File: src/rtl/ooo_defines.svh
`ifndef OOO_DEFINES_SVH
`define OOO_DEFINES_SVH

// Datapath and architectural state
`define XLEN 32
`define ARCH_REGS 32
`define PREG_COUNT 64

// Buffer depths, IQ_DEPTH is also the sender's starting credit
`define IQ_DEPTH 4
`define ROB_DEPTH 8
`define RS_SIZE 4

// One CDB entry per ALU
`define N_ALU 2

`endif

File: src/rtl/ooo_pkg.sv
`include "ooo_defines.svh"

package ooo_pkg;

    typedef enum logic [3:0] {
        ALU_ADD,
        ALU_SUB,
        ALU_SLL,
        ALU_SLT,
        ALU_SLTU,
        ALU_XOR,
        ALU_SRL,
        ALU_SRA,
        ALU_OR,
        ALU_AND
    } alu_op_e;

    typedef logic [$clog2(`ARCH_REGS)-1:0] areg_t;
    typedef logic [$clog2(`PREG_COUNT)-1:0] preg_t;
    typedef logic [$clog2(`ROB_DEPTH)-1:0] rob_tag_t;

    // writes_rd is low for NOPs and for rd == x0
    typedef struct packed {
        alu_op_e op;
        areg_t rd;
        areg_t rs1;
        areg_t rs2;
        logic [`XLEN-1:0] imm;
        logic use_imm;
        logic writes_rd;
    } decoded_inst_t;

    typedef struct packed {
        logic valid;
        alu_op_e op;
        logic [`XLEN-1:0] imm;
        logic use_imm;
        rob_tag_t rob_tag;
        preg_t src1_preg;
        logic src1_ready;
        preg_t src2_preg;
        logic src2_ready;
        preg_t dst_preg;
        preg_t old_preg;
        areg_t rd;
        logic writes_rd;
    } dispatch_t;

    typedef struct packed {
        logic valid;
        alu_op_e op;
        logic [`XLEN-1:0] imm;
        logic use_imm;
        preg_t src1_preg;
        preg_t src2_preg;
        preg_t dst_preg;
        rob_tag_t rob_tag;
    } issue_t;

    typedef struct packed {
        logic [`XLEN-1:0] src1_value;
        logic [`XLEN-1:0] src2_value;
    } operands_t;

    typedef struct packed {
        logic valid;
        preg_t dst_preg;
        rob_tag_t rob_tag;
        logic [`XLEN-1:0] value;
    } cdb_entry_t;

    // free_valid and old_preg are consumed by rename only
    typedef struct packed {
        logic valid;
        areg_t rd;
        logic [`XLEN-1:0] value;
        logic free_valid;
        preg_t old_preg;
    } commit_t;

endpackage

File: src/rtl/alu_unit.sv
`include "ooo_defines.svh"

module alu_unit (
    input  logic                clk,
    input  logic                rst,
    input  ooo_pkg::issue_t     issue,
    input  ooo_pkg::operands_t  operands,
    output ooo_pkg::cdb_entry_t result
);
    import ooo_pkg::*;

    logic [`XLEN-1:0] a;
    logic [`XLEN-1:0] b;
    logic [`XLEN-1:0] y;

    assign a = operands.src1_value;
    assign b = issue.use_imm ? issue.imm : operands.src2_value;

    always_comb begin
        case (issue.op)
            ALU_SUB:  y = a - b;
            ALU_SLL:  y = a << b[4:0];
            ALU_SLT:  y = {{(`XLEN - 1){1'b0}}, $signed(a) < $signed(b)};
            ALU_SLTU: y = {{(`XLEN - 1){1'b0}}, a < b};
            ALU_XOR:  y = a ^ b;
            ALU_SRL:  y = a >> b[4:0];
            ALU_SRA:  y = $unsigned($signed(a) >>> b[4:0]);
            ALU_OR:   y = a | b;
            ALU_AND:  y = a & b;
            default:  y = a + b;
        endcase
    end

    // Result reaches the CDB one cycle after issue
    always_ff @(posedge clk) begin
        if (rst) begin
            result.valid <= 1'b0;
        end else begin
            result.valid <= issue.valid;
        end
        result.dst_preg <= issue.dst_preg;
        result.rob_tag <= issue.rob_tag;
        result.value <= y;
    end

endmodule

File: config.mk
export PLATFORM = sky130hd
export DESIGN_NAME = alu_unit
export DESIGN_NICKNAME = d
export VERILOG_FILES = /design/src/rtl/ooo_pkg.sv /design/src/rtl/alu_unit.sv
export VERILOG_INCLUDE_DIRS = /design/src /design/src/rtl
export SDC_FILE = /design/constraint.sdc
export NUM_CORES = 1
export LEC_CHECK = 0
export BUFFER_PORTS_ARGS = -buffer_cell sky130_fd_sc_hd__buf_2
export CAP_MARGIN = 20
export CORE_MARGIN = 5
export CORE_UTILIZATION = 45
export CTS_CLUSTER_SIZE = 12
export DETAILED_ROUTE_END_ITERATION = 10
export GPL_TIMING_DRIVEN = 1
export PLACE_DENSITY = 0.7
export SYNTH_ARGS = -nofsm -noshare
export SYNTH_HDL_FRONTEND = slang
export SYNTH_SLANG_ARGS = --single-unit
export TNS_END_PERCENT = 5
File: constraint.sdc
create_clock -name clk -period 12.15 [get_ports clk]
set_clock_uncertainty 0.2 [all_clocks]
set_input_delay 1.215 -clock clk [delete_from_list [all_inputs] [get_ports clk]]
set_output_delay 1.215 -clock clk [all_outputs]
set_load 0.005 [all_outputs]
==> results.toml <==
[yosys]
ys_types = 88
synth_simple_gate_area_frac = 0.194
netlist_instances = 1403
synthesis.nets = 1627
yosys_warnings = 0
synth_common_cells = "141 x nor2_1, 125 x nand2_1, 110 x mux2i_1"
synthFlopType = "dfxtp_1"
syn_avg_cell_area_sq_um = 7.21
synth_top_area_frac = 0.120
synthArstFlopShare = 0
ys_ff_latch = 42
synth_edf_count = 0
ys_seq_area_frac = 0.0831
synth_area_leader_cell = "ha_1"
netlist_area_sq_um = 10100
synth-xor-area-share = 0.00346
synthTopCellsByArea = "ha_1 12%, mux2i_1 11%, dfxtp_1 8.3%, mux4_2 6.7%, nor2_1 5.2%"
muxShareOfSynthArea = 0.186
synth_compound_area_frac = 0.325
synth_fa_ha_area_frac = 0.124
synth_most_common_cell = "nor2_1"
synth_top_family_by_area = "compound AO/OA/AOI/OAI gates"

[sta]
setup_viol = 0
worst_slew_pin_slew_ns = 1.02
period_needed_ns = 6.53
slew_violations = 0
tns_ns = 0
hold-worst-slack_ns = 0.808
clock.fmax_mhz = 153
relSlewSlack = 0.321
timing.final.hold_violations = 0
period_share = 0.537
rsz0062_at_grt = "false"
layout_setup_ws_ns = 5.62

[routing]
first_pass_iters = 6
viasPerCell = 6.75
num_vias = 11800
drc = 0
ant_nets = 0
drt_first_iter_violations = 1652
wl_per_cell_um = 25.7
wl_mm = 45.0

[place]
io_buffer_count = 154
post-dp-hpwl_mm = 34.0
postPlaceCellArea_sq_um = 10900
place_ws_ns = 5.41
gp_congestion = 1.00

[job]
cap_violations = 0

[setup_path]
critPathArrivalTime_ns = 6.52
path_class = "in -> reg"
cp.required_ns = 12.15
cp-end-kind = "flop"
start_kind = "input port"
worstPathMaxFanout = 61

[finish]
largest_reg_flops = 42
top_regs = "result: 42 flops"
largest_register = "result"
nFillCells = 2218
nets = 1696
post-route-cell-area_sq_um = 11100
synthToLayoutAreaGrowth_pct = 9.97
ff_latch_area_sq_um = 841
antenna_cells = 0
multi_input_area_sq_um = 8470
drive_gt1_frac = 0.171

[global_route]
antenna_found_initial = 0
grt_max_degree = 64
grt_pass1_wl_mm = 67.7
grt_pass1_vias = 11000
track_usage = 0.333
overflow = 0

[clock_tree]
numCtsBuffers = 5
hold_buffers = 0
clockRootBuffer = "clkbuf_16"
post-cts-setup-buffers = 0
tritoncts = "yes"
cts-resized-gates = 0
cts_buffer_depth = 2
htreeDepth = 2
numClockSinks = 42
cts.reportedPaths.clkPinSlew_ns = 0.07

[worst_hold_path]
hold_class = "in -> reg"

[die]
die_w_um = 160
core_sq_um = 22000
start_util = 0.461
die_area_sq_um = 25600
rows = 54
die_h_um = 160
ios = 167

[outcome]
status = "finished clean"

[power]
power.density_nw_per_um2 = 86.4
peakVddDrop_mv = 0.0656
p_leak_nw = 5.02
==> worst paths after layout <==
| path | start | end | slack, ns | depth (start not counted) |
|---|---|---|---|---|
| max | issue[21] | result[30] | 5.62 | 19 |
| min | issue[1] | result[33] | 0.81 | 1 |
==> per-layer routing <==
metal	share of wire	track usage
met1	0.39	0.438
met2	0.44	0.524
met4	0.067	0.178
met3	0.10	0.0572
met5	0	0
==> worst max-delay path, cell delays in order <==
cell,delay (ns)
buf_2,0.07
buf_4,0.55
mux2i_4,0.11
buf_4,0.33
inv_2,0.10
buf_4,0.65
ha_1,0.47
inv_1,0.10
fa_1,0.44
nand2b_1,0.18
a21oi_1,0.37
o21ai_1,0.15
o31ai_1,0.26
buf_4,0.20
a21boi_1,0.19
o21ai_1,0.40
a21oi_1,0.15
a221o_1,0.31
a21o_1,0.16
==> layout by cell type (no fill, tap or decap), types with 5 or more instances in the layout <==
cell type and instances:
nor2b_1 11, o21a_1 6, buf_4 20, a21o_1 13
or3_1 7, a221o_1 10, o221ai_1 14, mux2i_4 5
and2_1 10, o211ai_1 25, a31oi_1 23, nand4_1 5
o31ai_1 11, o21ai_0 83, mux2i_1 107, buf_2 154
o21ai_1 23, dfxtp_1 42, a22oi_1 21, a211o_1 6
clkbuf_16 5, nand2b_1 14, nand3_1 35, o22ai_1 24
o2111ai_1 8, a21oi_1 98, nand2_1 125, nor2_1 140
nor3_1 34, a211oi_1 31, inv_1 87, and3_1 12
a32oi_1 5, a221oi_1 20, mux4_2 30, or4_1 7
o21bai_1 16, a311oi_1 5, ha_1 97
==> layout make-up <==
cell class                      count  share of cell area
Inverter                           92              0.0313
Multi-Input combinational cell   1157               0.761
Sequential cell                    42              0.0756
Timing Repair Buffer              174              0.0828
Tap cell                          280              0.0315
Clock buffer                        5              0.0113
Clock inverter                      3             0.00619
==> report_power, final <==
part           leakage [nW]  total, mW  internal [mW]  switching, mW
clock network        0.0940      0.184          0.118         0.0652
logic                  4.57      0.609          0.219          0.390
registers             0.354      0.169          0.163        0.00567
==> per-stage QoR <==
step            util  total power [mW]  instances
2_1_floorplan      -             0.566       1403
3_3_place_gp   0.498             0.758       1745
3_5_place_dp   0.498             0.760       1745
4_1_cts        0.506             0.948       1753
5_1_grt        0.506              1.01       1753
6_report       0.506             0.961       1753
==> cell families after synthesis <==
family | count (synthesis)
AOI/OAI and AO/OA | 484
DFF | 42
xor gates and xnor gates | 4
muxes | 147
adders and majority gates | 99
buffers and inverters | 204
and+or+nand+nor | 423
Note: power is estimated with default switching activity, not from simulation.
