==> src/rtl/ooo_defines.svh <==
`ifndef OOO_DEFINES_SVH
`define OOO_DEFINES_SVH

// Datapath and architectural state
`define XLEN 32
`define ARCH_REGS 32
`define PREG_COUNT 64

// Buffer depths, IQ_DEPTH is also the sender's starting credit
`define IQ_DEPTH 4
`define ROB_DEPTH 8
`define RS_SIZE 4

// One CDB entry per ALU
`define N_ALU 2

`endif

==> src/rtl/ooo_pkg.sv <==
`include "ooo_defines.svh"

package ooo_pkg;

    typedef enum logic [3:0] {
        ALU_ADD,
        ALU_SUB,
        ALU_SLL,
        ALU_SLT,
        ALU_SLTU,
        ALU_XOR,
        ALU_SRL,
        ALU_SRA,
        ALU_OR,
        ALU_AND
    } alu_op_e;

    typedef logic [$clog2(`ARCH_REGS)-1:0] areg_t;
    typedef logic [$clog2(`PREG_COUNT)-1:0] preg_t;
    typedef logic [$clog2(`ROB_DEPTH)-1:0] rob_tag_t;

    // writes_rd is low for NOPs and for rd == x0
    typedef struct packed {
        alu_op_e op;
        areg_t rd;
        areg_t rs1;
        areg_t rs2;
        logic [`XLEN-1:0] imm;
        logic use_imm;
        logic writes_rd;
    } decoded_inst_t;

    typedef struct packed {
        logic valid;
        alu_op_e op;
        logic [`XLEN-1:0] imm;
        logic use_imm;
        rob_tag_t rob_tag;
        preg_t src1_preg;
        logic src1_ready;
        preg_t src2_preg;
        logic src2_ready;
        preg_t dst_preg;
        preg_t old_preg;
        areg_t rd;
        logic writes_rd;
    } dispatch_t;

    typedef struct packed {
        logic valid;
        alu_op_e op;
        logic [`XLEN-1:0] imm;
        logic use_imm;
        preg_t src1_preg;
        preg_t src2_preg;
        preg_t dst_preg;
        rob_tag_t rob_tag;
    } issue_t;

    typedef struct packed {
        logic [`XLEN-1:0] src1_value;
        logic [`XLEN-1:0] src2_value;
    } operands_t;

    typedef struct packed {
        logic valid;
        preg_t dst_preg;
        rob_tag_t rob_tag;
        logic [`XLEN-1:0] value;
    } cdb_entry_t;

    // free_valid and old_preg are consumed by rename only
    typedef struct packed {
        logic valid;
        areg_t rd;
        logic [`XLEN-1:0] value;
        logic free_valid;
        preg_t old_preg;
    } commit_t;

endpackage

==> src/rtl/rename_unit.sv <==
`include "ooo_defines.svh"

module rename_unit (
    input  logic                   clk,
    input  logic                   rst,
    input  ooo_pkg::decoded_inst_t head,
    input  logic                   empty,
    input  logic                   rob_full,
    input  ooo_pkg::rob_tag_t      rob_tag,
    input  logic                   rs_full,
    input  logic [1:0]             src_ready,
    output ooo_pkg::preg_t [1:0]   src_preg,
    input  ooo_pkg::commit_t       commit,
    output logic                   pop,
    output ooo_pkg::dispatch_t     dispatch
);
    import ooo_pkg::*;

    preg_t rat [`ARCH_REGS];
    logic [`PREG_COUNT-1:0] free_map;
    preg_t new_preg;
    logic have_free;
    logic alloc;

    // Lowest numbered free preg
    always_comb begin
        new_preg = '0;
        for (int i = `PREG_COUNT - 1; i >= 0; i--) begin
            if (free_map[i]) begin
                new_preg = preg_t'(i);
            end
        end
    end

    assign have_free = |free_map;
    assign src_preg[0] = rat[head.rs1];
    assign src_preg[1] = rat[head.rs2];

    // Non-writing instructions skip the RS and need no preg
    assign pop = !empty && !rob_full && (!head.writes_rd || (!rs_full && have_free));
    assign alloc = pop && head.writes_rd;

    always_comb begin
        dispatch.valid = pop;
        dispatch.op = head.op;
        dispatch.imm = head.imm;
        dispatch.use_imm = head.use_imm;
        dispatch.rob_tag = rob_tag;
        dispatch.src1_preg = src_preg[0];
        dispatch.src1_ready = src_ready[0];
        dispatch.src2_preg = src_preg[1];
        dispatch.src2_ready = src_ready[1];
        dispatch.dst_preg = head.writes_rd ? new_preg : '0;
        dispatch.old_preg = rat[head.rd];
        dispatch.rd = head.rd;
        dispatch.writes_rd = head.writes_rd;
    end

    always_ff @(posedge clk) begin
        if (rst) begin
            // Identity map, upper half of the file free
            for (int i = 0; i < `ARCH_REGS; i++) begin
                rat[i] <= preg_t'(i);
            end
            free_map <= {{(`PREG_COUNT - `ARCH_REGS){1'b1}}, {`ARCH_REGS{1'b0}}};
        end else begin
            if (commit.free_valid) begin
                free_map[commit.old_preg] <= 1'b1;
            end
            if (alloc) begin
                rat[head.rd] <= new_preg;
                free_map[new_preg] <= 1'b0;
            end
        end
    end

endmodule

==> config.mk <==
export PLATFORM = sky130hd
export DESIGN_NAME = rename_unit
export DESIGN_NICKNAME = d
export VERILOG_FILES = /design/src/rtl/ooo_pkg.sv /design/src/rtl/rename_unit.sv
export VERILOG_INCLUDE_DIRS = /design/src /design/src/rtl
export SDC_FILE = /design/constraint.sdc
export NUM_CORES = 1
export LEC_CHECK = 0
export BUFFER_PORTS_ARGS = -buffer_cell sky130_fd_sc_hd__clkbuf_2
export CORE_UTILIZATION = 60
export CTS_BUF_LIST = sky130_fd_sc_hd__clkbuf_8
export DETAILED_ROUTE_END_ITERATION = 12
export PLACE_DENSITY = 0.91
export SYNTH_ARGS = -nofsm -noshare
export SYNTH_HDL_FRONTEND = slang
export SYNTH_SLANG_ARGS = --single-unit
==> constraint.sdc <==
create_clock -name clk -period 4.8 [get_ports clk]
set_clock_uncertainty 0.1 [all_clocks]
set_input_delay 0.24 -clock clk [delete_from_list [all_inputs] [get_ports clk]]
set_output_delay 0.24 -clock clk [all_outputs]
set_load 0.01 [all_outputs]
==> results.cfg <==
[logic_synthesis]
syn_avg_cell_area_um2 = 12.1
ys_warn_count = 0
synth_area_leaders = edfxtp_1 (37%), mux4_2 (24%), dfxtp_1 (8.1%)
async_flop_share_pct = 0
ys_seq_area_share_pct = 44.7
synth_area_um2 = 15800
synth_cell_type_count = 62
synth.net_count = 1413
synth_edf_count = 192
yosysTopAreaCell = edfxtp_1
synthCells = 1305
synth_ff_type = edfxtp_1
synth-seq-cells = 256
yosys.area.top_type_share_pct = 36.6

[floorplan]
die_y_um = 164
std_cell_rows = 58
die_area_um2 = 26900
core_um2 = 25500
die_width_um = 164
initial_core_util_pct = 61.9
ios = 194

[sta]
final_hold_viol_count = 0
rsz0062_at_grt = no
setup_tns_ps = 0
relSlewSlack_pct = 15.1
slew_viol_final = 0
max_slew.worst_pin.slew_ps = 1260
fin_crit_sh_pct = 76.0
fmax_mhz = 274
fin_crit_ps = 3650
setup_viol = 0

[placed_design]
port_buffers = 71
dp_hpwl_mm = 32.6
dp_cells = 1560
gp_congestion = 1.14

[worst_setup_path]
worstSetupEndpointType = flip-flop
slowest_delay_ps = 710
cpLargestDelayFamily = simple AND/OR/NAND/NOR gates
critPathKind = reg2reg
cp_max_fo = 31
critPathLaunchType = flip-flop
cp.arrival_ps = 3710
critPathBufInv = 1
crit_chain = nor4_1 -> nand4_1 -> o41a_1 -> or4bb_1 -> buf_4 -> o21ai_0
critPathRequiredTime_ps = 4860
slowest_stage = o41a_1

[clock_network]
tritoncts = built
clk_pin_slew_ps = 60
clock_sinks = 256
root_buffer = clkbuf_8
cts_buffers = 43
cts_buffer_depth = 3
cts.htree.levels = 2
insertion_delay_ps = 560
post_cts_resized = 0

[final_layout]
nets = 1384
drive_gt1_share_pct = 28.7
diodes = 0
syn2layout_area_growth_pct = 6.12
n_fill_cell = 1759
final_cells = 1638

[status]
status = finished, final reports clean

[pwr]
vdd_drop_max_uv = 296
p_leak_nw = 5.33
power_density_nw_per_um2 = 309
p_sw_share_pct = 27.5
seq_power_share_pct = 47.3
clkPwrFrac_pct = 38.3
internal_power_mw = 3.74
p_sw_mw = 1.42
pwr-share-comb_pct = 14.4

[route]
num_vias = 12400
firstDrtPassIters = 6
via_per_inst = 7.58
drtAntennaViolNets = 0
drc = 0
wire_per_inst_um = 28.5
routed_wl_mm = 46.8
drt-initial-drc-count = 2180

[flow_run]
drv_cap = 0

[global_route]
busiest_layer = met2
grtUsageMet2_pct = 58.1
use_met3_pct = 9.27
grt_pass1_wl_mm = 70.4
grt-ovfl-total = 0
grtUsageMet1_pct = 43.7
antenna_found_initial = 0
grt_max_degree = 51
grt_usage_pct = 35.7
first_global_vias = 12000

[worst_hold_path]
hold_path.class = in2reg
-- power by group through the flow --
stage,sequential (mW),combinational (mW),clock (mW)
2_1_floorplan,2.47,0.536,0
3_3_place_gp,2.48,0.702,0
3_5_place_dp,2.49,0.717,0
4_1_cts,2.44,0.720,1.97
5_1_grt,2.44,0.771,2.07
6_report,2.44,0.746,1.97
-- what timing repair did --
item                       in CTS  in global routing
hold buffers                    1                  0
setup endpoints to repair       0                  0
hold endpoints to repair        2                  0
buffers inserted                0                  0
-- metrics by stage --
| stage | util, % | area (um2) | hold slack, ps | setup slack [ps] | total power [mW] |
|---|---|---|---|---|---|
| after floorplan | - | 15800 | 351 | 2150 | 3.01 |
| after global placement | 62.3 | 15900 | 380 | 1350 | 3.18 |
| after detailed placement | 62.3 | 15900 | 380 | 1210 | 3.20 |
| after CTS | 65.7 | 16700 | 3.53 | 1220 | 5.12 |
| after global routing | 65.7 | 16700 | 30.5 | 1030 | 5.28 |
| final | 65.7 | 16700 | 17.2 | 1150 | 5.16 |
-- cells in the final DEF, fill, tap and decap left out, types with 11 or more instances in the layout --
cell        n
nand4_1    11
clkbuf_8   47
a211oi_1   30
o21ai_0    37
clkbuf_2   68
mux4_2    168
nor3_1     42
buf_4      31
dfxtp_1    64
nor4_1     17
mux2_2     12
nor4_2     11
inv_1      27
and3_1     17
nor2_1    137
a22oi_1    24
nand3_1    11
a31oi_1    62
nand2_1   134
a21o_1     11
a21oi_1    17
edfxtp_1  192
-- flip-flops by register name, indices dropped and copies added (netlist names) --
signal    cells
free_map     64
rat         192
-- layer usage --
| layer | routed length, um | vias up |
|---|---|---|
| li1 | - | 5064 |
| met1 | 15100 | 5974 |
| met2 | 22500 | 1164 |
| met3 | 6570 | 212 |
| met4 | 2590 | 0 |
| met5 | 0 | - |
-- Yosys cell counts (all sizes together), types with 4 or more instances --
| cell type | instances |
|---|---|
| inv | 14 |
| nor2 | 137 |
| dfxtp | 64 |
| or2 | 7 |
| mux2 | 12 |
| nand2 | 134 |
| a22oi | 24 |
| and3 | 17 |
| nand2b | 6 |
| nor4 | 29 |
| o211ai | 6 |
| nor3b | 8 |
| edfxtp | 192 |
| nor2b | 7 |
| a21o | 11 |
| or4 | 8 |
| nand3 | 11 |
| a311oi | 8 |
| a211oi | 30 |
| mux4 | 168 |
| a21oi | 17 |
| nand4 | 11 |
| and4 | 4 |
| and2 | 8 |
| nor3 | 50 |
| buf | 97 |
| o21ai | 41 |
| o31ai | 6 |
| clkbuf | 77 |
| and3b | 5 |
| a31oi | 63 |
-- cell families (layout without fill, tap and decap cells) --
family | after synthesis | in the layout | share of synthesized area [%]
simple gates | 454 | 454 | 14.5
flops | 256 | 256 | 44.7
compound gates | 226 | 226 | 9.87
mux | 180 | 180 | 24.9
buf+inv | 189 | 192 | 6.10
-- area by class of cell --
type                            instances  area [um2]  area share [%]
Tap cell                              330         413            2.47
Inverter                               15        56.3           0.337
Timing Repair Buffer                  100         583            3.49
Multi-Input combinational cell        860        7770            46.5
Clock inverter                         30         209            1.25
Clock buffer                           47         647            3.87
Sequential cell                       256        7050            42.1
-- worst register-to-register path, delay by kind of cell (launching register included) --
kind,cells,cell delay [ps]
compound gates,2,1200
flops,1,340
simple gates,3,1250
buf+inv,1,390
-- worst paths after layout --
check | from | end | slack [ps] | cells after the start
max | free_map[16] | rat[0][0] | 1150 | 6
min | commit[1] | free_map[51] | 20 | 3
max reg2reg | free_map[16] | rat[0][0] | 1150 | 6
min reg2reg | free_map[19] | free_map[19] | 470 | 4
Note: power is estimated with default switching activity, not from simulation.
