**src/rtl/ooo_defines.svh**
```systemverilog
`ifndef OOO_DEFINES_SVH
`define OOO_DEFINES_SVH

// Datapath and architectural state
`define XLEN 32
`define ARCH_REGS 32
`define PREG_COUNT 64

// Buffer depths, IQ_DEPTH is also the sender's starting credit
`define IQ_DEPTH 4
`define ROB_DEPTH 8
`define RS_SIZE 4

// One CDB entry per ALU
`define N_ALU 2

`endif

```
**src/rtl/ooo_pkg.sv**
```systemverilog
`include "ooo_defines.svh"

package ooo_pkg;

    typedef enum logic [3:0] {
        ALU_ADD,
        ALU_SUB,
        ALU_SLL,
        ALU_SLT,
        ALU_SLTU,
        ALU_XOR,
        ALU_SRL,
        ALU_SRA,
        ALU_OR,
        ALU_AND
    } alu_op_e;

    typedef logic [$clog2(`ARCH_REGS)-1:0] areg_t;
    typedef logic [$clog2(`PREG_COUNT)-1:0] preg_t;
    typedef logic [$clog2(`ROB_DEPTH)-1:0] rob_tag_t;

    // writes_rd is low for NOPs and for rd == x0
    typedef struct packed {
        alu_op_e op;
        areg_t rd;
        areg_t rs1;
        areg_t rs2;
        logic [`XLEN-1:0] imm;
        logic use_imm;
        logic writes_rd;
    } decoded_inst_t;

    typedef struct packed {
        logic valid;
        alu_op_e op;
        logic [`XLEN-1:0] imm;
        logic use_imm;
        rob_tag_t rob_tag;
        preg_t src1_preg;
        logic src1_ready;
        preg_t src2_preg;
        logic src2_ready;
        preg_t dst_preg;
        preg_t old_preg;
        areg_t rd;
        logic writes_rd;
    } dispatch_t;

    typedef struct packed {
        logic valid;
        alu_op_e op;
        logic [`XLEN-1:0] imm;
        logic use_imm;
        preg_t src1_preg;
        preg_t src2_preg;
        preg_t dst_preg;
        rob_tag_t rob_tag;
    } issue_t;

    typedef struct packed {
        logic [`XLEN-1:0] src1_value;
        logic [`XLEN-1:0] src2_value;
    } operands_t;

    typedef struct packed {
        logic valid;
        preg_t dst_preg;
        rob_tag_t rob_tag;
        logic [`XLEN-1:0] value;
    } cdb_entry_t;

    // free_valid and old_preg are consumed by rename only
    typedef struct packed {
        logic valid;
        areg_t rd;
        logic [`XLEN-1:0] value;
        logic free_valid;
        preg_t old_preg;
    } commit_t;

endpackage

```
**src/rtl/reorder_buffer.sv**
```systemverilog
`include "ooo_defines.svh"

module reorder_buffer (
    input  logic                                clk,
    input  logic                                rst,
    input  ooo_pkg::dispatch_t                  dispatch,
    input  ooo_pkg::cdb_entry_t [`N_ALU-1:0]    cdb,
    output logic                                rob_full,
    output ooo_pkg::rob_tag_t                   rob_tag,
    output ooo_pkg::commit_t                    commit
);
    import ooo_pkg::*;

    localparam int PTR_W = $clog2(`ROB_DEPTH);
    localparam logic [PTR_W:0] FULL_COUNT = `ROB_DEPTH;

    areg_t rd [`ROB_DEPTH];
    logic [`ROB_DEPTH-1:0] writes_rd;
    preg_t old_preg [`ROB_DEPTH];
    logic [`ROB_DEPTH-1:0] done;
    logic [`XLEN-1:0] value [`ROB_DEPTH];
    rob_tag_t head;
    rob_tag_t tail;
    logic [PTR_W:0] count;
    logic retire;
    logic retire_wr;

    assign rob_tag = tail;
    assign rob_full = count == FULL_COUNT;
    assign retire = (count != '0) && done[head];
    assign retire_wr = retire && writes_rd[head];

    // Non-writing retirements show rd 0 and value 0
    always_comb begin
        commit.valid = retire;
        commit.rd = retire_wr ? rd[head] : '0;
        commit.value = retire_wr ? value[head] : '0;
        commit.free_valid = retire_wr;
        commit.old_preg = old_preg[head];
    end

    always_ff @(posedge clk) begin
        if (rst) begin
            head <= '0;
            tail <= '0;
            count <= '0;
        end else begin
            if (dispatch.valid) begin
                tail <= tail + 1'b1;
            end
            if (retire) begin
                head <= head + 1'b1;
            end
            count <= count + {{PTR_W{1'b0}}, dispatch.valid} - {{PTR_W{1'b0}}, retire};
        end
        for (int c = 0; c < `N_ALU; c++) begin
            if (cdb[c].valid) begin
                done[cdb[c].rob_tag] <= 1'b1;
                value[cdb[c].rob_tag] <= cdb[c].value;
            end
        end
        if (dispatch.valid) begin
            rd[tail] <= dispatch.rd;
            writes_rd[tail] <= dispatch.writes_rd;
            old_preg[tail] <= dispatch.old_preg;
            done[tail] <= !dispatch.writes_rd;
        end
    end

endmodule

```
**config.mk**
```make
export PLATFORM = sky130hd
export DESIGN_NAME = reorder_buffer
export DESIGN_NICKNAME = d
export VERILOG_FILES = /design/src/rtl/ooo_pkg.sv /design/src/rtl/reorder_buffer.sv
export VERILOG_INCLUDE_DIRS = /design/src /design/src/rtl
export SDC_FILE = /design/constraint.sdc
export NUM_CORES = 1
export LEC_CHECK = 0
export BUFFER_PORTS_ARGS = -buffer_cell sky130_fd_sc_hd__buf_2
export CORE_AREA = 2 2 299 153
export DETAILED_ROUTE_END_ITERATION = 16
export DIE_AREA = 0 0 301 155
export GPL_ROUTABILITY_DRIVEN = 0
export GPL_TIMING_DRIVEN = 0
export PLACE_DENSITY = 0.66
export SYNTH_ARGS = -nofsm -noshare
export SYNTH_HDL_FRONTEND = slang
export SYNTH_SLANG_ARGS = --single-unit
```
**constraint.sdc**
```tcl
create_clock -name clk -period 4.4 [get_ports clk]
set_input_delay 1.32 -clock clk [delete_from_list [all_inputs] [get_ports clk]]
set_output_delay 1.32 -clock clk [all_outputs]
set_load 0.01 [all_outputs]
```
==> metrics.md <==
| Metric | Value |
|---|---|
| Top-area cell type share of the netlist area | `60.38%` |
| Vias post-DR | `approximately 9900` |
| TritonCTS clock tree | `built` |
| Worst slew margin | `around a tenth` |
| Met1 Use GR | `between 20 and 30%` |
| First-pass GRT wire length | `just under 70000 um` |
| Ys async rst share | `0%` |
| Startpoint Class | `flop` |
| GRT met3 Usage | `approximately 3.9%` |
| Num CTS Buffers | `36` |
| Remaining DRCs | `0` |
| Min-delay src | `done[5]$_DFF_P_` |
| Die Y-Extent | `about 160 um` |
| Worst min-delay path class | `reg2reg` |
| Synth Register Bits | `373` |
| Vias in the first global route | `10226` |
| Initial antenna violation count | `3` |
| Layout cell share with drive strength beyond 1 | `51.60%` |
| Ys flop type | `edfxtp_1` |
| HPWL after DPL | `between 30000 and 40000 um` |
| Worst-Skew Late Latency | `0.53 ns` |
| Post-route clock period utilization | `a little over nine tenths` |
| Worst-path clk slew | `0.07 ns` |
| Core footprint | `between 0.04 and 0.05 mm^2` |
| VDD IR max | `about 0.27 mV` |
| Grt ovf | `0` |
| Post-CTS sizing | `4` |
| Worst Path Required | `approximately 3.1 ns` |
| Post-synth cell types | `35` |
| Initial Util | `~39%` |
| Final min period | `about 4.2 ns` |
| Worst slew pin tran | `around 1.4 ns` |
| Fmax | `0.2357 GHz` |
| Critical Path Fanout Max | `10` |
| Total GRT Usage | `between 20% and 30%` |
| Syn Inst Count | `~1000` |
| Max Clock Skew | `0.02186 ns` |
| Final setup vio count | `0` |
| Row count | `55` |
| # port buffers | `approximately 130` |
| Die Width | `301 um` |
| GR peak layer | `met2` |
| # H-tree levels | `2` |
| EDFF count, synth | `~350` |
| Pleak | `roughly 6.8 nW` |
| R2R Path Start | `head[1]$_SDFFE_PP0P_` |
| Drt wl/cell | `about 26 um` |
| Yosys top cell by area | `edfxtp_1` |
| DR iter-0 viols | `1032` |
| Sink Count | `373` |
| Total wire length | `46610 um` |
| Post-Syn Area per Cell | `about 18 um^2` |
| Io pins | `208` |
| Area Growth Syn to Fin | `16.50%` |
| Nets | `around 1300` |
| Setup repair bufs after CTS | `0` |
| Register area share after synthesis | `between 60% and 70%` |
| Max-cap violation count | `0` |
| Die ar. | `0.04666 mm^2` |
| Root Buffer Master | `clkbuf_16` |
| Worst setup EP type | `output port` |
| Synthesized cell area | `~0.018 mm^2` |
| Synth area leaders | `edfxtp_1, mux2_2, mux4_2` |
| Via-to-Cell Ratio | `between 5 and 6` |
| Hold buffers post-CTS | `0` |
| Post-Layout Inst Area | `0.02039 mm^2` |
| Largest net degree at the start of global routing | `34` |
| CTS Buffer Depth | `3` |
| Placed cell areas | `slightly below 0.02 mm^2` |
| Max Slew Vio Count | `0` |
| Status | `finished, final reports clean` |
| Cell area power density | `between 400 and 500 mW/mm^2` |
| DRT antenna net count | `0` |
| Arrival time worst endpoint | `between 2 and 3 ns` |
| Final Hold Fails | `0` |
| Total negative setup slack | `0 ns` |
| WS Path Type | `reg2out` |
| Ys Warns | `0` |
| Mapped Nets | `1142` |
| Detailed Routing Iterations Pass 1 | `5` |
| Routing usage on met2 | `a little over 30%` |
==> final timing paths <==
| kind | endpoint | slack (ns) | cells past startpoint |
|---|---|---|---|
| max | commit[19] | 0.16 | 7 |
| min | done[5]$_DFF_P_ | 0.50 | 1 |
| max reg2reg | count[2]$_SDFF_PP0_ | 1.46 | 10 |
| min reg2reg | done[5]$_DFF_P_ | 0.50 | 1 |
==> metal layers <==
metal | routed length, um | vias up
li1 | - | 4309
met1 | 21160 | 5170
met2 | 21540 | 358
met3 | 3266 | 52
met4 | 627 | 2
met5 | 13 | -
==> state kept, by name, indices dropped and copies added, names as in the netlist, named ones only <==
| register | cells |
|---|---|
| value | 256 |
| done | 8 |
| rd | 40 |
| count | 4 |
| old_preg | 48 |
| head | 3 |
| writes_rd | 8 |
| rob_tag | 3 |
==> Yosys cell counts (2+ instances only) <==
cell type	instances
a21oi_1	4
a31o_2	2
and3_1	2
buf_2	28
buf_4	4
buf_6	3
clkbuf_1	28
dfxtp_1	21
edfxtp_1	352
ha_1	8
inv_1	9
mux2_2	267
mux2i_1	41
mux4_2	89
nand2_1	14
nand2b_1	9
nand4_1	3
nor2_1	53
nor2b_1	5
nor3_1	4
o21ai_0	4
o22ai_1	2
o31a_1	8
or2_2	2
xnor2_1	2
==> critical path: stages (launching register included) <==
cell	delay, ns
dfxtp_1	0.31
clkbuf_1	0.25
buf_4	0.34
buf_2	0.45
mux4_2	0.59
mux2i_1	0.23
nor2_1	0.06
buf_2	0.14
==> cells by family (layout without fill, tap and decap cells) <==
kind of cell | Yosys count | in the layout | synth area share, %
adder cells (fa/ha/maj) | 9 | 9 | 0.6862
buffers and inverters | 73 | 283 | 1.980
flip-flops | 373 | 373 | 62.78
AND/OR/NAND/NOR | 96 | 96 | 2.487
other | 0 | 2 | 0
AO/OA/AOI/OAI | 23 | 23 | 0.9435
XOR/XNOR | 3 | 3 | 0.1501
multiplexers | 397 | 397 | 30.97
==> through the flow <==
step | util (%) | setup slack, ns | instances | total power, mW | hold slack (ns)
final | 45.95 | 0.1571 | 1784 | 9.846 | 0.4960
after global routing | 45.94 | -0.001068 | 1783 | 10.26 | 0.5293
after CTS | 45.92 | 0.06002 | 1782 | 9.931 | 0.4945
after detailed placement | 43.32 | 0.4326 | 1716 | 6.850 | 0.4754
after global placement | 42.62 | -3.009 | 1705 | 6.795 | 0.4694
after floorplan | - | 0.1294 | 974 | 5.935 | 0.4491
==> area by class of cell <==
class | count | area (um^2)
sequential | 373 | 10990
clock buffer | 42 | 965.9
antenna | 2 | 5.005
inverter | 9 | 33.78
multi-input combinational | 528 | 6264
tap | 598 | 748.2
timing repair buffer | 144 | 877.1
buffer | 64 | 325.3
fill | 3802 | 23990
clock inverter | 24 | 183.9
==> report_power, final <==
| part | total (mW) | internal, mW | leakage [nW] | switching [mW] |
|---|---|---|---|---|
| combinational | 2.58 | 1.20 | 2.84 | 1.38 |
| sequential | 4.17 | 4.11 | 3.39 | 0.0634 |
| clock | 3.09 | 1.70 | 0.555 | 1.39 |
==> cell usage in the layout (no fill, tap or decap), types with 8 or more instances in the layout <==
| cell type | instances |
|---|---|
| clkinv_1 | 9 |
| nand2b_1 | 9 |
| edfxtp_1 | 352 |
| mux2_2 | 267 |
| mux4_2 | 89 |
| clkbuf_1 | 28 |
| o31a_1 | 8 |
| clkbuf_16 | 38 |
| nor2_1 | 48 |
| mux2i_1 | 41 |
| ha_1 | 8 |
| buf_2 | 158 |
| dfxtp_1 | 21 |
| inv_1 | 9 |
| nand2_1 | 14 |
Note: power is estimated with default switching activity, not from simulation.
