### src/rtl/ooo_defines.svh
`ifndef OOO_DEFINES_SVH
`define OOO_DEFINES_SVH

// Datapath and architectural state
`define XLEN 32
`define ARCH_REGS 32
`define PREG_COUNT 64

// Buffer depths, IQ_DEPTH is also the sender's starting credit
`define IQ_DEPTH 4
`define ROB_DEPTH 8
`define RS_SIZE 4

// One CDB entry per ALU
`define N_ALU 2

`endif

### src/rtl/ooo_pkg.sv
`include "ooo_defines.svh"

package ooo_pkg;

    typedef enum logic [3:0] {
        ALU_ADD,
        ALU_SUB,
        ALU_SLL,
        ALU_SLT,
        ALU_SLTU,
        ALU_XOR,
        ALU_SRL,
        ALU_SRA,
        ALU_OR,
        ALU_AND
    } alu_op_e;

    typedef logic [$clog2(`ARCH_REGS)-1:0] areg_t;
    typedef logic [$clog2(`PREG_COUNT)-1:0] preg_t;
    typedef logic [$clog2(`ROB_DEPTH)-1:0] rob_tag_t;

    // writes_rd is low for NOPs and for rd == x0
    typedef struct packed {
        alu_op_e op;
        areg_t rd;
        areg_t rs1;
        areg_t rs2;
        logic [`XLEN-1:0] imm;
        logic use_imm;
        logic writes_rd;
    } decoded_inst_t;

    typedef struct packed {
        logic valid;
        alu_op_e op;
        logic [`XLEN-1:0] imm;
        logic use_imm;
        rob_tag_t rob_tag;
        preg_t src1_preg;
        logic src1_ready;
        preg_t src2_preg;
        logic src2_ready;
        preg_t dst_preg;
        preg_t old_preg;
        areg_t rd;
        logic writes_rd;
    } dispatch_t;

    typedef struct packed {
        logic valid;
        alu_op_e op;
        logic [`XLEN-1:0] imm;
        logic use_imm;
        preg_t src1_preg;
        preg_t src2_preg;
        preg_t dst_preg;
        rob_tag_t rob_tag;
    } issue_t;

    typedef struct packed {
        logic [`XLEN-1:0] src1_value;
        logic [`XLEN-1:0] src2_value;
    } operands_t;

    typedef struct packed {
        logic valid;
        preg_t dst_preg;
        rob_tag_t rob_tag;
        logic [`XLEN-1:0] value;
    } cdb_entry_t;

    // free_valid and old_preg are consumed by rename only
    typedef struct packed {
        logic valid;
        areg_t rd;
        logic [`XLEN-1:0] value;
        logic free_valid;
        preg_t old_preg;
    } commit_t;

endpackage

### src/rtl/rv32_decoder.sv
`include "ooo_defines.svh"

module rv32_decoder (
    input  logic [`XLEN-1:0]       inst,
    output ooo_pkg::decoded_inst_t decoded
);
    import ooo_pkg::*;

    localparam logic [6:0] OPC_OP_IMM = 7'b0010011;
    localparam logic [6:0] OPC_OP = 7'b0110011;

    logic [6:0] opcode;
    logic [2:0] funct3;
    logic alt;
    logic is_alu;

    assign opcode = inst[6:0];
    assign funct3 = inst[14:12];
    // funct7 bit 5 selects SUB and SRA
    assign alt = inst[30];
    assign is_alu = (opcode == OPC_OP) || (opcode == OPC_OP_IMM);

    always_comb begin
        decoded = '0;
        decoded.op = ALU_ADD;
        // Anything else falls through as a NOP
        if (is_alu) begin
            decoded.rd = inst[11:7];
            decoded.rs1 = inst[19:15];
            decoded.writes_rd = inst[11:7] != 5'd0;
            decoded.use_imm = opcode == OPC_OP_IMM;
            if (opcode == OPC_OP) begin
                decoded.rs2 = inst[24:20];
            end else begin
                decoded.imm = {{20{inst[31]}}, inst[31:20]};
            end
            case (funct3)
                3'b000: decoded.op = (opcode == OPC_OP && alt) ? ALU_SUB : ALU_ADD;
                3'b001: decoded.op = ALU_SLL;
                3'b010: decoded.op = ALU_SLT;
                3'b011: decoded.op = ALU_SLTU;
                3'b100: decoded.op = ALU_XOR;
                3'b101: decoded.op = alt ? ALU_SRA : ALU_SRL;
                3'b110: decoded.op = ALU_OR;
                3'b111: decoded.op = ALU_AND;
            endcase
            // Shift immediates carry only the shamt
            if (decoded.use_imm && funct3[1:0] == 2'b01) begin
                decoded.imm = {27'd0, inst[24:20]};
            end
        end
    end

endmodule

### config.mk
export PLATFORM = sky130hd
export DESIGN_NAME = rv32_decoder
export DESIGN_NICKNAME = d
export VERILOG_FILES = /design/src/rtl/ooo_pkg.sv /design/src/rtl/rv32_decoder.sv
export VERILOG_INCLUDE_DIRS = /design/src /design/src/rtl
export SDC_FILE = /design/constraint.sdc
export NUM_CORES = 1
export LEC_CHECK = 0
export BUFFER_PORTS_ARGS = -buffer_cell sky130_fd_sc_hd__buf_2
export CORE_MARGIN = 2
export CORE_UTILIZATION = 32
export DETAILED_ROUTE_END_ITERATION = 7
export GPL_ROUTABILITY_DRIVEN = 0
export GPL_TIMING_DRIVEN = 0
export PLACE_DENSITY = 0.91
export SLEW_MARGIN = 20
export SYNTH_ARGS = -nofsm -noshare
export SYNTH_HDL_FRONTEND = slang
export SYNTH_SLANG_ARGS = --single-unit
### constraint.sdc
create_clock -name vclk -period 2.9
set_input_delay 0.58 -clock vclk [all_inputs]
set_output_delay 0.58 -clock vclk [all_outputs]
set_load 0.01 [all_outputs]
==> impl_metrics.toml, run 1 <==
[run_status]
run_status = "finished clean"

[timing]
fin_crit_sh_pct = 87.6
slew_viol_final = 0
worstMarginPinSlew_ns = 0.332
hold_viol_final = 0
setup-violations-final = 0
min_period_ns = 2.54
holdWs_ns = 1.44
setup_ws_ns = 0.361
rsz0062_at_grt = "false"
slew_headroom_pct = 77.9
tns_ns = 0
fmax_mhz = 394

[global_route]
grt_pass1_wl_mm = 2.68
track_usage_pct = 17.2
grt_antenna_before_repair = 0
grt_max_degree = 22
grt_pass1_vias = 662
grt_overflow_total = 0

[final_layout]
nNetsFinal = 188
final_cell_mix = "buf_2, buf_4, and3_2, and2_1, and2_2"
final_common_cell = "buf_2"
clockBufferCount = 0
area_growth_pct = 86.2
num_antenna_cells = 0
design.seq.count = 0
postLayoutCoreUtil_pct = 63.9
ff_latch_area_um2 = 0
drive_above_1_share_pct = 85.1

[synthesis]
synth_compound_area_share_pct = 8.23
syn-num-nets = 101
synthXorXnorAreaFrac_pct = 0
syn_area_um2 = 517
avgSynthCellArea_um2 = 7.49
synth_area_leaders = "buf_4, and3_2, and2_1"
syn_inst = 69
synth.yosys.seq_area_share_pct = 0
synthAdderAreaFrac_pct = 0
yosys.area_share.simple_pct = 56.9
yosysUniqueCellTypes = 18
synth_top_family_by_area = "simple AND/OR/NAND/NOR gates"
synthMuxAreaShare_pct = 2.18
yosysWarnings = 0
synth_top_area_share_pct = 30.5
yosys.area.top_type = "buf_4"

[die]
die-area_mm2 = 0.00195
die_w_um = 44.2
coreArea_mm2 = 0.00151
initial_core_util_pct = 34.3
rows = 14
die_y_um = 44.2
io_pins = 85

[clocking]
cts_hold_buf = 0
cts_resized = 0
postCtsSetupBuffers = 0

[detailed_routing]
routed-via-count = 732
dr.pass1.iters = 4
drtAntennaViolNets = 0
wl_mm = 1.80
drt_iter0_markers = 4
drc = 0
wl_per_cell_um = 10.6
routed_via_density = 4.31

[placement]
pre_cts_ws_ns = 0.360
io_buffers = 85
dp_hpwl_mm = 1.60

[worst_setup_path]
path_class = "primary input to primary output"
worst-endpoint-required_ns = 2.32
crit_arrival_ns = 1.96
startpoint_type = "primary input"
endpoint_kind = "primary output"
cp_max_fo = 21

[hold_path]
whs_path_depth = 3
hold_end = "decoded[43]"
hp-class = "primary input to primary output"
hold_start = "inst[19]"

[pwr]
peakVddDrop_uv = 34.0
p_per_area_mw_per_mm2 = 47.3
leakage_nw = 0.711
power_mw = 0.0455

[job]
maxCapViolCount = 0
[cells by family after synthesis]
| logic type | count (synthesis) |
|---|---|
| simple gates | 40 |
| compound gates | 6 |
| mux | 1 |
| buf+inv | 22 |
[power by group]
group	total (mW)	internal [mW]	switching, mW
logic	0.0455	0.0242	0.0212
registers	0	0	0
clock network	0	0	0
total	0.0455	0.0242	0.0212
[synth_stat cells]
cell type	instances
nand2b_1	1
or3_4	1
nor3_2	1
buf_4	21
nor3_1	1
nand2_1	3
buf_6	1
and2_1	10
nor2_1	4
a21oi_1	2
and2_2	5
nand4b_4	1
mux2_2	1
a211o_2	1
nor4_4	1
and3_2	12
o21ai_0	2
a211oi_2	1
[stage by stage]
step / area (um^2) / std cells
finish: 962 / 170
global route: 962 / 170
CTS: 962 / 170
detailed placement: 962 / 170
global placement: 962 / 170
floorplan: 517 / 69
[cell type report]
class,instances,area [um^2]
Fill cell,143,544
Buffer,22,169
Tap cell,16,20.0
Timing Repair Buffer,85,425
Multi-Input combinational cell,47,348
[worst max-delay path by stage]
stage | startpoint | to | depth (start not counted)
2_1_floorplan | inst[6] | decoded[14] | 5
3_3_place_gp | inst[6] | decoded[15] | 7
3_5_place_dp | inst[6] | decoded[30] | 7
4_1_cts | inst[6] | decoded[30] | 7
5_1_grt | inst[6] | decoded[19] | 7
6_report | inst[6] | decoded[30] | 7
[worst max-delay path, stage by stage]
cell and delay, ns:
buf_2 0.10, nand4b_4 0.19, nor4_4 0.23, buf_6 0.17, and3_2 0.40, buf_4 0.17, buf_2 0.12
[layer usage]
layer | vias up | global-route usage (%) | wire length [um]
li1 | 383 | - | -
met1 | 309 | 16.6 | 595
met2 | 40 | 37.9 | 990
met3 | 0 | 2.86 | 214
met4 | 0 | 1.21 | 0
met5 | - | 0 | 0
Power figures use the tool's default switching activity.
==> inputs of run 2 (changes only) <==
--- a/config.mk
+++ b/config.mk
@@ -8,11 +8,11 @@
 export LEC_CHECK = 0
 export BUFFER_PORTS_ARGS = -buffer_cell sky130_fd_sc_hd__buf_2
 export CORE_MARGIN = 2
-export CORE_UTILIZATION = 32
+export CORE_UTILIZATION = 29
 export DETAILED_ROUTE_END_ITERATION = 7
 export GPL_ROUTABILITY_DRIVEN = 0
 export GPL_TIMING_DRIVEN = 0
-export PLACE_DENSITY = 0.91
+export PLACE_DENSITY = 0.83
 export SLEW_MARGIN = 20
 export SYNTH_ARGS = -nofsm -noshare
 export SYNTH_HDL_FRONTEND = slang
==> constraint.sdc (replaced) <==
create_clock -name vclk -period 2.73
set_input_delay 0.546 -clock vclk [all_inputs]
set_output_delay 0.546 -clock vclk [all_outputs]
set_load 0.01 [all_outputs]
==> impl_metrics.toml, run 2 (same netlist as run 1, synthesis figures left out) <==
[worst_setup_path]
cp_max_fo = 21
path_class = "primary input to primary output"
crit_arrival_ns = 1.91
worst-endpoint-required_ns = 2.18
endpoint_kind = "primary output"
startpoint_type = "primary input"

[pwr]
p_int_mw = 0.0257
peakVddDrop_uv = 32.2
p_sw_mw = 0.0224
p_comb_share_pct = 100.0
clkPwrFrac_pct = 0
p_per_area_mw_per_mm2 = 49.5
switching_share_pct = 46.5
p_seq_share_pct = 0
leakage_nw = 0.711

[die]
rows = 15
die_w_um = 46.2
io_pins = 85
die_y_um = 46.2
die-area_mm2 = 0.00214
coreArea_mm2 = 0.00171
initial_core_util_pct = 30.3

[final_layout]
area_growth_pct = 88.4
design.seq.count = 0
nNetsFinal = 188
clockBufferCount = 0
drive_above_1_share_pct = 85.1
final_cell_mix = "buf_2, buf_4, and3_2, and2_1, and2_2"
num_antenna_cells = 0
fin_cells = 179
stdcell_area_um2 = 973
final_common_cell = "buf_2"
ff_latch_area_um2 = 0

[timing]
slew_viol_final = 0
fmax_mhz = 407
setup-violations-final = 0
fin_crit_sh_pct = 89.9
setup_ws_ns = 0.275
worstMarginPinSlew_ns = 0.325
rsz0062_at_grt = "false"
hold_viol_final = 0
holdWs_ns = 1.37
min_period_ns = 2.46
tns_ns = 0
slew_headroom_pct = 78.4

[placement]
placedCellCount = 179
io_buffers = 85
pre_cts_ws_ns = 0.251
placed_cell_area_um2 = 973

[detailed_routing]
wl_mm = 1.71
dr_wl_met2_um = 880
wl_per_cell_um = 9.57
routed_via_density = 4.12
dr.pass1.iters = 4
met1_length_um = 640
maxUsedRoutingLayer = "met3"
routed-via-count = 737
wl_met3_um = 192
drtAntennaViolNets = 0
drc = 0
drt_iter0_markers = 5

[global_route]
grt_antenna_before_repair = 0
grt_pass1_vias = 561
grt_overflow_total = 0
track_usage_pct = 13.7
grt_max_degree = 22
grt_pass1_wl_mm = 2.27

[clocking]
cts_resized = 0
cts_hold_buf = 0
postCtsSetupBuffers = 0

[run_status]
run_status = "finished clean"

[hold_path]
hp-class = "primary input to primary output"

[job]
maxCapViolCount = 0
==> run 2: final timing paths <==
check	slack [ns]	end	cells past startpoint	from
setup / recovery	0.27	decoded[23]	7	inst[6]
hold / removal	1.37	decoded[42]	3	inst[18]
==> run 2: through the flow <==
stage               power (mW)  utilization (%)
finish                  0.0482             57.0
floorplan               0.0144                -
CTS                     0.0487             57.0
global placement        0.0468             57.0
detailed placement      0.0486             57.0
global route            0.0535             57.0
==> run 2: power groups by stage <==
stage | sequential [mW] | clock (mW) | combinational [mW]
floorplan | 0 | 0 | 0.0144
detailed placement | 0 | 0 | 0.0486
finish | 0 | 0 | 0.0482
global route | 0 | 0 | 0.0535
CTS | 0 | 0 | 0.0487
global placement | 0 | 0 | 0.0468
==> run 2: layout make-up <==
class | count | area [um^2]
plain buffers | 22 | 169
fillers | 167 | 734
multi-input cells | 47 | 348
well taps | 25 | 31.3
repair buffers | 85 | 425
==> run 2: worst max-delay path: stages <==
cell	delay [ns]
buf_2	0.09
nand4b_4	0.19
nor4_4	0.22
buf_6	0.18
and3_2	0.39
buf_4	0.17
buf_2	0.12
==> run 2: routing by layer <==
layer	track usage [%]	vias to the layer above
met4	0.571	0
met5	0	-
met1	15.6	308
li1	-	384
met3	0.392	0
met2	28.6	45
==> inputs of run 3 (changes only) <==
--- a/config.mk
+++ b/config.mk
@@ -7,12 +7,15 @@
 export NUM_CORES = 1
 export LEC_CHECK = 0
 export BUFFER_PORTS_ARGS = -buffer_cell sky130_fd_sc_hd__buf_2
+export CELL_PAD_IN_SITES_DETAIL_PLACEMENT = 1
+export CELL_PAD_IN_SITES_GLOBAL_PLACEMENT = 2
 export CORE_MARGIN = 2
-export CORE_UTILIZATION = 29
+export CORE_UTILIZATION = 12
 export DETAILED_ROUTE_END_ITERATION = 7
 export GPL_ROUTABILITY_DRIVEN = 0
 export GPL_TIMING_DRIVEN = 0
-export PLACE_DENSITY = 0.83
+export PLACE_DENSITY_LB_ADDON = 0.1
+export RECOVER_POWER = 50
 export SLEW_MARGIN = 20
 export SYNTH_ARGS = -nofsm -noshare
 export SYNTH_HDL_FRONTEND = slang
==> impl_metrics.toml, run 3 (same netlist as run 1, synthesis figures left out) <==
[timing]
slew_viol_final = 0
tns_ns = 0
setup_ws_ns = 0.243
worstMarginPinSlew_ns = 0.606
setup-violations-final = 0
fin_crit_sh_pct = 91.1
min_period_ns = 2.49
slew_headroom_pct = 59.3
holdWs_ns = 1.38
hold_viol_final = 0
fmax_mhz = 402
rsz0062_at_grt = "false"

[worst_setup_path]
cp_top_family = "simple AND/OR/NAND/NOR gates"
path_class = "primary input to primary output"
path_cells = "buf_2, nor4_4, buf_6, and3_2, buf_4, buf_2"
critical_path_buf_inv_count = 4
endpoint_kind = "primary output"
startpoint_type = "primary input"
cp_max_fo = 21
cpPeakStageDelay_ns = 0.41
worst-endpoint-required_ns = 2.18
slowest_stage = "and3_2"
crit_top_cell = "buf_2"
crit_arrival_ns = 1.94

[placement]
io_buffers = 85
pre_cts_ws_ns = 0.180
placed_cell_area_mm2 = 0.00100
dp_hpwl_mm = 1.95

[pwr]
switching_share_pct = 47.3
p_seq_share_pct = 0
p_int_mw = 0.0251
power_mw = 0.0477
p_per_area_mw_per_mm2 = 49.5
peakVddDrop_uv = 26.0
p_sw_mw = 0.0226
leakage_nw = 0.622
clkPwrFrac_pct = 0
p_comb_share_pct = 100.0

[final_layout]
ff_latch_area_um2 = 0
stdcell_area_um2 = 963
nNetsFinal = 188
final_common_cell = "buf_2"
clockBufferCount = 0
design.seq.count = 0
final_cell_mix = "buf_2, buf_4, clkbuf_1, and3_2, and2_1"
num_antenna_cells = 0
num-fill-cells = 541
drive_above_1_share_pct = 70.8
area_growth_pct = 86.4

[detailed_routing]
routed_via_density = 3.74
routed-via-count = 762
dr.pass1.iters = 2
drt_iter0_markers = 1
drtAntennaViolNets = 0
wl_per_cell_um = 10.9
drc = 0
wl_mm = 2.22

[hold_path]
hp-class = "primary input to primary output"
whs_path_depth = 3
hold_start = "inst[17]"
hold_end = "decoded[41]"

[clocking]
cts_hold_buf = 0
postCtsSetupBuffers = 0
cts_resized = 0

[global_route]
grt_antenna_before_repair = 0
grt_pass1_wl_mm = 3.53
grt_pass1_vias = 713
track_usage_pct = 8.26
grt_max_degree = 22
grt_overflow_total = 0

[die]
die_y_um = 69.6
die_w_um = 69.6
coreArea_mm2 = 0.00409
die-area_mm2 = 0.00485
initial_core_util_pct = 12.6
rows = 23
io_pins = 85

[run_status]
run_status = "finished clean"

[job]
maxCapViolCount = 0
==> run 3: changes by cell type in the layout (fill, tap and decap cells not counted) <==
cell      previous run  this run
buf_2               85        66
clkbuf_1             0        19
buf_4               21        20
nor3_2               1         0
nor3_1               1         2
a211oi_1             0         1
or3_1                0         1
clkbuf_2             0         1
or3_4                1         0
a211oi_2             1         0
==> run 3: stage by stage <==
stage,instances,util [%]
2_1_floorplan,69,-
3_3_place_gp,204,24.6
3_5_place_dp,204,24.6
4_1_cts,204,24.6
5_1_grt,204,23.6
6_report,204,23.6
==> run 3: how the worst max path moves through the flow <==
stage                     cells after the start           to     from  slack (ns)
after global placement                        7  decoded[30]  inst[6]        0.23
after floorplan                               5  decoded[14]  inst[6]        0.55
after detailed placement                      7  decoded[20]  inst[6]        0.18
final                                         6  decoded[15]  inst[5]        0.24
after CTS                                     7  decoded[20]  inst[6]        0.18
after global routing                          7  decoded[16]  inst[6]         0.1
==> run 3: power groups by stage <==
stage	clock (mW)	combinational, mW	sequential, mW
finish	0	0.0477	0
global route	0	0.0544	0
CTS	0	0.0500	0
detailed placement	0	0.0499	0
global placement	0	0.0478	0
floorplan	0	0.0144	0
==> run 3: per-layer routing <==
metal,global-route usage [%],share of wire (%),vias to the layer above
li1,-,-,385
met1,9.99,39,326
met2,15.4,48,51
met3,2.33,13,0
met4,0,0,0
met5,0,0,-
==> run 3: area by class of cell <==
| type | count | area (um^2) | area share (%) |
|---|---|---|---|
| tap | 50 | 62.6 | 6.49 |
| buffer | 22 | 166 | 17.3 |
| multi-input combinational | 47 | 333 | 34.5 |
| timing repair buffer | 85 | 402 | 41.7 |
==> run 3: worst min-delay path: cells and delay by family <==
kind / cells / cell delay, ns
and+or+nand+nor: 1 / 0.10
buffers and inverters: 2 / 0.19
